## src/adpcm_reg_pkg.sv

```systemverilog
// Register map of the ADPCM gain stage, shared by the register bank and the testbench
package adpcm_reg_pkg;

    // Field widths of the control bytes
    localparam int level_w = 5;
    localparam int pan_w   = 2;
    localparam int atl_w   = 6;

    // Total level lives above the channel addresses
    localparam logic [2:0] addr_total = 3'd7;

    // Channel control byte
    // pan[1] routes to left, pan[0] to right; level 31 is loudest
    typedef struct packed {
        logic [pan_w-1:0]   pan;
        logic               rsv;
        logic [level_w-1:0] level;
    } ch_ctrl_t;

    // Total level byte, 63 is loudest
    typedef struct packed {
        logic [1:0]       rsv;
        logic [atl_w-1:0] atl;
    } total_t;

    // Same write byte, read by address as one view or the other
    typedef union packed {
        ch_ctrl_t ch_ctrl;
        total_t   total;
    } reg_word_u;

endpackage

```

## src/adpcm_audio_pkg.sv

```systemverilog
// Sample widths, attenuation table and saturation limits for the gain and mix datapath
package adpcm_audio_pkg;

    // PCM sample width
    localparam int pcm_w = 16;
    // Linear gain, 512 means unity
    localparam int lin_w = 10;
    // Attenuation index, 3 fraction bits and 4 exponent bits
    localparam int db_w  = 7;
    localparam int sh_w  = 4;

    // Output clamp
    localparam logic signed [pcm_w-1:0] pcm_max = 16'sh7fff;
    localparam logic signed [pcm_w-1:0] pcm_min = 16'sh8000;

    // Fraction of the attenuation index to linear gain
    // Roughly 0.75 dB per step, eight steps per halving
    function automatic logic [lin_w-1:0] lin_of(input logic [2:0] frac);
        logic [lin_w-1:0] lin;
        case (frac)
            3'd0: lin = 10'd512;
            3'd1: lin = 10'd470;
            3'd2: lin = 10'd431;
            3'd3: lin = 10'd395;
            3'd4: lin = 10'd362;
            3'd5: lin = 10'd332;
            3'd6: lin = 10'd305;
            default: lin = 10'd280;
        endcase
        return lin;
    endfunction

endpackage

```

## src/adpcm_reg_bank.sv

```systemverilog
// Register bank of the ADPCM gain stage, turns write strobes into per-channel pan/level and total level
`timescale 1ns/1ps

module adpcm_reg_bank #(
    parameter int num_ch = 6
) (
    input  logic                  clk,
    input  logic                  rst_n,
    // Write port, independent of cen
    input  logic                  wr,
    input  logic [2:0]            wr_addr,
    input  logic [7:0]            wr_data,
    // Flattened per-channel fields, channel 0 in the low bits
    output logic [num_ch*5-1:0]   ch_level,
    output logic [num_ch*2-1:0]   ch_pan,
    // Shared total level
    output logic [5:0]            atl
);

    // Write byte seen through both views
    adpcm_reg_pkg::reg_word_u word;

    assign word = wr_data;

    // One control register per channel
    for (genvar k = 0; k < num_ch; k++) begin : g_ch
        adpcm_reg_pkg::ch_ctrl_t ctrl_q;

        // Zero level and no pan after reset, i.e. silent
        always_ff @(posedge clk or negedge rst_n) begin
            if (!rst_n) begin
                ctrl_q <= '0;
            end else if (wr && wr_addr == 3'(k)) begin
                ctrl_q <= word.ch_ctrl;
            end
        end

        assign ch_level[k*adpcm_reg_pkg::level_w +: adpcm_reg_pkg::level_w] = ctrl_q.level;
        assign ch_pan[k*adpcm_reg_pkg::pan_w +: adpcm_reg_pkg::pan_w]       = ctrl_q.pan;
    end

    // Total level register
    // Addresses between num_ch and 7 hit nothing
    always_ff @(posedge clk or negedge rst_n) begin
        if (!rst_n) begin
            atl <= '0;
        end else if (wr && wr_addr == adpcm_reg_pkg::addr_total) begin
            atl <= word.total.atl;
        end
    end

endmodule

```

## src/adpcm_gain.sv

```systemverilog
// Per-channel gain unit, two cen-stage pipeline applying level, total level and pan to one sample
`timescale 1ns/1ps

module adpcm_gain (
    input  logic                                    clk,
    input  logic                                    rst_n,
    input  logic                                    cen,
    input  logic signed [adpcm_audio_pkg::pcm_w-1:0] pcm_in,
    // Current channel control and total level
    input  logic [4:0]                              level,
    input  logic [1:0]                              pan,
    input  logic [5:0]                              atl,
    // Attenuated sample and the pan it entered with
    output logic signed [adpcm_audio_pkg::pcm_w-1:0] pcm_att,
    output logic [1:0]                              pan_out
);

    localparam int pcm_w    = adpcm_audio_pkg::pcm_w;
    localparam int lin_w    = adpcm_audio_pkg::lin_w;
    localparam int db_w     = adpcm_audio_pkg::db_w;
    localparam int sh_w     = adpcm_audio_pkg::sh_w;
    // Unity gain is 1 << lin_frac
    localparam int lin_frac = lin_w - 1;
    // Signed sample times gain with sign bit for the gain
    localparam int prod_w   = pcm_w + lin_w + 1;

    // Inverted sum, 0 means no attenuation
    logic [db_w-1:0] db;
    logic [sh_w-1:0] sh_nxt;

    // Stage 1 registers
    logic signed [pcm_w-1:0] pcm_s1;
    logic [lin_w-1:0]        lin_s1;
    logic [sh_w-1:0]         sh_s1;
    logic [1:0]              pan_s1;

    // Stage 2 datapath
    logic signed [prod_w-1:0] prod;
    logic signed [prod_w-1:0] scaled;

    assign db     = {2'b00, ~level} + {1'b0, ~atl};
    // Upper bits count halvings
    assign sh_nxt = db[db_w-1:3];

    // Stage 1, capture sample and convert dB to linear
    always_ff @(posedge clk or negedge rst_n) begin
        if (!rst_n) begin
            pcm_s1 <= '0;
            lin_s1 <= '0;
            sh_s1  <= '0;
            pan_s1 <= '0;
        end else if (cen) begin
            pcm_s1 <= pcm_in;
            // Eight or more halvings mutes the channel
            lin_s1 <= sh_nxt[sh_w-1] ? '0 : adpcm_audio_pkg::lin_of(db[2:0]);
            sh_s1  <= sh_nxt;
            pan_s1 <= pan;
        end
    end

    // Gain is unsigned, keep it positive in the signed product
    assign prod   = pcm_s1 * $signed({1'b0, lin_s1});
    // Table scale and exponent in one arithmetic shift, rounds toward minus infinity
    assign scaled = prod >>> (lin_frac + int'(sh_s1));

    // Stage 2, multiply and shift
    always_ff @(posedge clk or negedge rst_n) begin
        if (!rst_n) begin
            pcm_att <= '0;
            pan_out <= '0;
        end else if (cen) begin
            // Gain never exceeds unity so the low bits hold the result
            pcm_att <= scaled[pcm_w-1:0];
            pan_out <= pan_s1;
        end
    end

endmodule

```

## src/adpcm_mixer.sv

```systemverilog
// Output mixer, sums attenuated channels per pan bit into saturated left and right samples
`timescale 1ns/1ps

module adpcm_mixer #(
    parameter int num_ch = 6
) (
    input  logic                                    clk,
    input  logic                                    rst_n,
    input  logic                                    cen,
    // Flattened channel samples and pans, channel 0 in the low bits
    input  logic [num_ch*adpcm_audio_pkg::pcm_w-1:0] pcm_att,
    input  logic [num_ch*2-1:0]                     pan,
    output logic signed [adpcm_audio_pkg::pcm_w-1:0] left,
    output logic signed [adpcm_audio_pkg::pcm_w-1:0] right
);

    localparam int pcm_w = adpcm_audio_pkg::pcm_w;
    // Three guard bits hold up to seven full-scale channels
    localparam int sum_w = pcm_w + 3;

    logic signed [sum_w-1:0] sum_l;
    logic signed [sum_w-1:0] sum_r;

    // Clamp a wide sum to the sample range
    function automatic logic signed [pcm_w-1:0] sat(input logic signed [sum_w-1:0] s);
        logic signed [pcm_w-1:0] r;
        if (s > adpcm_audio_pkg::pcm_max) begin
            r = adpcm_audio_pkg::pcm_max;
        end else if (s < adpcm_audio_pkg::pcm_min) begin
            r = adpcm_audio_pkg::pcm_min;
        end else begin
            r = s[pcm_w-1:0];
        end
        return r;
    endfunction

    // Pan-gated accumulation
    always_comb begin
        logic signed [pcm_w-1:0] smp;
        sum_l = '0;
        sum_r = '0;
        for (int k = 0; k < num_ch; k++) begin
            smp = pcm_att[k*pcm_w +: pcm_w];
            // Bit 1 left, bit 0 right
            if (pan[2*k+1]) begin
                sum_l = sum_l + smp;
            end
            if (pan[2*k]) begin
                sum_r = sum_r + smp;
            end
        end
    end

    // Output registers, third cen stage
    always_ff @(posedge clk or negedge rst_n) begin
        if (!rst_n) begin
            left  <= '0;
            right <= '0;
        end else if (cen) begin
            left  <= sat(sum_l);
            right <= sat(sum_r);
        end
    end

endmodule

```

## src/adpcm_gain_top.sv

```systemverilog
// Top of the ADPCM gain and mix stage, register bank feeding parallel gain units and the mixer
`timescale 1ns/1ps

module adpcm_gain_top #(
    parameter int num_ch = 6
) (
    input  logic                                    clk,
    input  logic                                    rst_n,
    input  logic                                    cen,
    // Register writes
    input  logic                                    wr,
    input  logic [2:0]                              wr_addr,
    input  logic [7:0]                              wr_data,
    // Decoded PCM, channel 0 in the low bits
    input  logic [num_ch*adpcm_audio_pkg::pcm_w-1:0] pcm_in,
    output logic signed [adpcm_audio_pkg::pcm_w-1:0] left,
    output logic signed [adpcm_audio_pkg::pcm_w-1:0] right
);

    localparam int pcm_w   = adpcm_audio_pkg::pcm_w;
    localparam int level_w = adpcm_reg_pkg::level_w;
    localparam int pan_w   = adpcm_reg_pkg::pan_w;

    // Register bank outputs
    logic [num_ch*level_w-1:0] ch_level;
    logic [num_ch*pan_w-1:0]   ch_pan;
    logic [5:0]                atl;

    // Gain unit outputs toward the mixer
    logic [num_ch*pcm_w-1:0]   pcm_att;
    logic [num_ch*pan_w-1:0]   pan_out;

    adpcm_reg_bank #(
        .num_ch   (num_ch)
    ) i_reg_bank (
        .clk      (clk),
        .rst_n    (rst_n),
        .wr       (wr),
        .wr_addr  (wr_addr),
        .wr_data  (wr_data),
        .ch_level (ch_level),
        .ch_pan   (ch_pan),
        .atl      (atl)
    );

    // One gain unit per channel
    for (genvar k = 0; k < num_ch; k++) begin : g_gain
        adpcm_gain i_gain (
            .clk     (clk),
            .rst_n   (rst_n),
            .cen     (cen),
            .pcm_in  (pcm_in[k*pcm_w +: pcm_w]),
            .level   (ch_level[k*level_w +: level_w]),
            .pan     (ch_pan[k*pan_w +: pan_w]),
            .atl     (atl),
            .pcm_att (pcm_att[k*pcm_w +: pcm_w]),
            .pan_out (pan_out[k*pan_w +: pan_w])
        );
    end

    adpcm_mixer #(
        .num_ch  (num_ch)
    ) i_mixer (
        .clk     (clk),
        .rst_n   (rst_n),
        .cen     (cen),
        .pcm_att (pcm_att),
        .pan     (pan_out),
        .left    (left),
        .right   (right)
    );

endmodule

```

## config.mk

```make
export PLATFORM = sky130hd
export DESIGN_NAME = adpcm_gain_top
export DESIGN_NICKNAME = d
export VERILOG_FILES = /design/src/adpcm_reg_pkg.sv /design/src/adpcm_audio_pkg.sv /design/src/adpcm_reg_bank.sv /design/src/adpcm_gain.sv /design/src/adpcm_mixer.sv /design/src/adpcm_gain_top.sv
export SDC_FILE = /design/constraint.sdc
export NUM_CORES = 2
export LEC_CHECK = 0
export BUFFER_PORTS_ARGS = -buffer_cell sky130_fd_sc_hd__buf_4
export CAP_MARGIN = 20
export CELL_PAD_IN_SITES_DETAIL_PLACEMENT = 0
export CELL_PAD_IN_SITES_GLOBAL_PLACEMENT = 2
export CORE_MARGIN = 2
export CORE_UTILIZATION = 45
export DETAILED_ROUTE_END_ITERATION = 6
export PLACE_DENSITY_LB_ADDON = 0.1
export SYNTH_ARGS = -nofsm -noshare
export SYNTH_HDL_FRONTEND = slang
export SYNTH_SLANG_ARGS = --single-unit
```

## constraint.sdc

```tcl
create_clock -name clk -period 21 [get_ports clk]
set_input_delay 3.15 -clock clk [delete_from_list [all_inputs] [get_ports clk]]
set_output_delay 3.15 -clock clk [all_outputs]
set_load 0.05 [all_outputs]
```

==> impl_metrics.toml <==
[outcome]
status = "complete, no violations"

[drt]
drt_wl_total_um = 209000
via_per_inst = 5.65
remaining_drc_errors = 0
dr.first_iter.drc_count = 3399
route.vias.total = 58968
wl_per_cell_um = 20.0
firstDrtPassIters = 6
ant_nets = 0

[yosys]
synth_top_family_by_area = "adder cells"
ys_ff_latch = 380
syn_avg_cell_area_um2 = 8.64
synth-edff-count = 0
synthFlopType = "dfrtp_1"
synth_mux_area_share_pct = 6.60
synth_cells = 8401
synth-simple-area-share_pct = 16.6
synth_cell_type_count = 105
synth.yosys.seq_area_share_pct = 13.1
netlist_area_um2 = 72600
synthesis.nets = 9976
synth_compound_gate_area_share_pct = 17.0
yosys_warnings = 0
synth-xor-area-share_pct = 4.22
synth_fa_ha_area_share_pct = 34.4
ys_async_sr_fraction_pct = 100

[clock_tree]
cts_tree = "yes"
htreeDepth = 2
cts_root_buffer = "clkbuf_16"
clock_latency_ps = 700
clock_path_buffers = 3
hold_buffers = 0
cts_setup_buffers = 0
clock-sinks = 380
numCtsBuffers = 53
cts.clk_slew.worst_paths_ps = 60
cts_resized = 0

[finish]
final_cell_mix = "inv_1 (1115), fa_1 (886), nand2_1 (751)"
layout-drive-gt1-share_pct = 8.08
fin_nets = 9807
final_cells = 10439
multiInputGateArea_um2 = 57300
register_area_um2 = 9510
n_fill_cell = 15839
final_util_pct = 48.2
layout_commonest_cell = "inv_1"
area_delta_synth_final_pct = 6.35

[sta]
fin_crit_sh_pct = 51.1
hold_viol = 0
maxSlewViolCount = 0
final.min_clock_period_ps = 10730
clock_skew_ps = 43.8
finalSetupViolations = 0
slew_headroom_pct = 27.0
max_freq_mhz = 93.2
rsz0062_at_grt = "no"
setup_tns_ps = 0
worst_pin_slew_ps = 1090

[run]
cap_violations = 0

[grt]
antenna_found_initial = 7
grt_max_degree = 152
grt_pass1_wl_um = 343000
grt_pass1_vias = 61328
grt_usage_pct = 26.0
gr-total-overflow = 0

[critical_path]
crit_fanout = 22
crit_slowest_cell = "dfrtp_1"
rrSetupSlack_ps = 10270
timing.rr.end = "i_mixer.right[3]"
crit_path_end_kind = "flop"
startpoint = "g_gain[0].i_gain.pan_out[0]"
slowest_delay_ps = 600
setup.worst_path.start_class = "flop"
critPathRequiredTime_ps = 21520
cp.arrival_ps = 11250
r2r_cells = 39
critPathKind = "reg2reg"
crit_end = "i_mixer.right[3]"
worstReg2RegStart = "g_gain[0].i_gain.pan_out[0]"
worst_path_most_repeated_cell = "ha_1"

[die]
ioPinCount = 143
die_y_um = 406
die_w_um = 406
fp-row-count = 147
core_um2 = 160000
die_area_um2 = 165000
initial_utilization_pct = 45.3

[min_path]
hp-class = "reg2reg"
holdPathStages = 2

[placement]
place_inst = 10335
hpwl_um = 168000
gp_congestion = 0.907
io_buffers = 142
worst min path at each step:
| stage | from | to |
|---|---|---|
| finish | g_gain[3].i_gain.pan_s1[0] | g_gain[3].i_gain.pan_out[0] |
| global route | i_reg_bank.atl[4] | i_reg_bank.atl[4] |
| CTS | g_gain[3].i_gain.pan_s1[0] | g_gain[3].i_gain.pan_out[0] |
| detailed placement | g_gain[3].i_gain.pan_s1[0] | g_gain[3].i_gain.pan_out[0] |
| global placement | g_gain[3].i_gain.pan_s1[0] | g_gain[3].i_gain.pan_out[0] |
| floorplan | g_gain[1].i_gain.pan_s1[0] | g_gain[1].i_gain.pan_out[0] |
cell type report:
| class | count | area share (%) |
|---|---|---|
| Clock inverter | 36 | 0.569 |
| Sequential cell | 380 | 12.3 |
| Timing Repair Buffer | 212 | 2.10 |
| Inverter | 1127 | 5.48 |
| Multi-Input combinational cell | 6458 | 74.2 |
| Antenna cell | 2 | 0.00648 |
| Clock buffer | 64 | 1.86 |
| Tap cell | 2160 | 3.50 |
state kept, by name, indices dropped and copies added (netlist names):
name and cells:
g_gain.i_gain.pcm_att 96, g_gain.i_gain.pcm_s1 96, g_gain.i_gain.lin_s1 60, i_reg_bank.ch_level 30
g_gain.i_gain.sh_s1 24, i_mixer.left 16, i_mixer.right 16, g_gain.i_gain.pan_out 12
g_gain.i_gain.pan_s1 12, i_reg_bank.ch_pan 12, i_reg_bank.atl 6
cell usage after synthesis, types with 57 or more instances:
| cell type | instances | area [um2] |
|---|---|---|
| a211oi_1 | 112 | 841 |
| a21o_1 | 169 | 1270 |
| a21oi_1 | 395 | 1980 |
| a31oi_1 | 57 | 357 |
| and2_1 | 698 | 4370 |
| clkbuf_1 | 378 | 1420 |
| dfrtp_1 | 380 | 9510 |
| fa_1 | 886 | 17700 |
| ha_1 | 578 | 7230 |
| inv_1 | 1115 | 4190 |
| mux2_2 | 219 | 2470 |
| mux2i_1 | 131 | 1310 |
| nand2_1 | 751 | 2820 |
| nand3_1 | 109 | 546 |
| nor2_1 | 429 | 1610 |
| nor3_1 | 113 | 566 |
| o211ai_1 | 84 | 631 |
| o21a_1 | 58 | 435 |
| o21ai_0 | 380 | 1900 |
| xnor2_1 | 230 | 2010 |
| xor2_1 | 120 | 1050 |
layer usage:
layer  global-route usage (%)  wire (um)  share of wire, %
met5                        0         82             0.039
met4                     4.90       3500               1.7
met3                     2.24       6710               3.2
met2                     45.1     102000                49
met1                     35.4      96700                46
critical path: cells and delay by family, from the launching register on:
| kind | cells | cell delay [ps] |
|---|---|---|
| adder cells (fa/ha/maj) | 6 | 2190 |
| AND/OR/NAND/NOR | 8 | 1470 |
| AO/OA/AOI/OAI | 22 | 5700 |
| multiplexers | 1 | 250 |
| XOR/XNOR | 2 | 330 |
| flip-flops | 1 | 600 |
kinds of logic after synthesis:
group,count (synthesis)
simple gates,2426
compound gates,1823
buf+inv,1563
fa+ha+maj,1464
mux,395
flops,380
xor+xnor,350
through the flow:
step	hold slack, ps	worst slack, ps	area (um2)
after detailed placement	478	10490	75300
after floorplan	449	12270	72600
after CTS	492	10450	77200
after global routing	525	9440	77200
final	490	10270	77200
after global placement	470	10620	75300
Power is left out: the tool's default activity adds up to more than one toggle a clock period on the data nets, which glitch-free logic cannot reach.
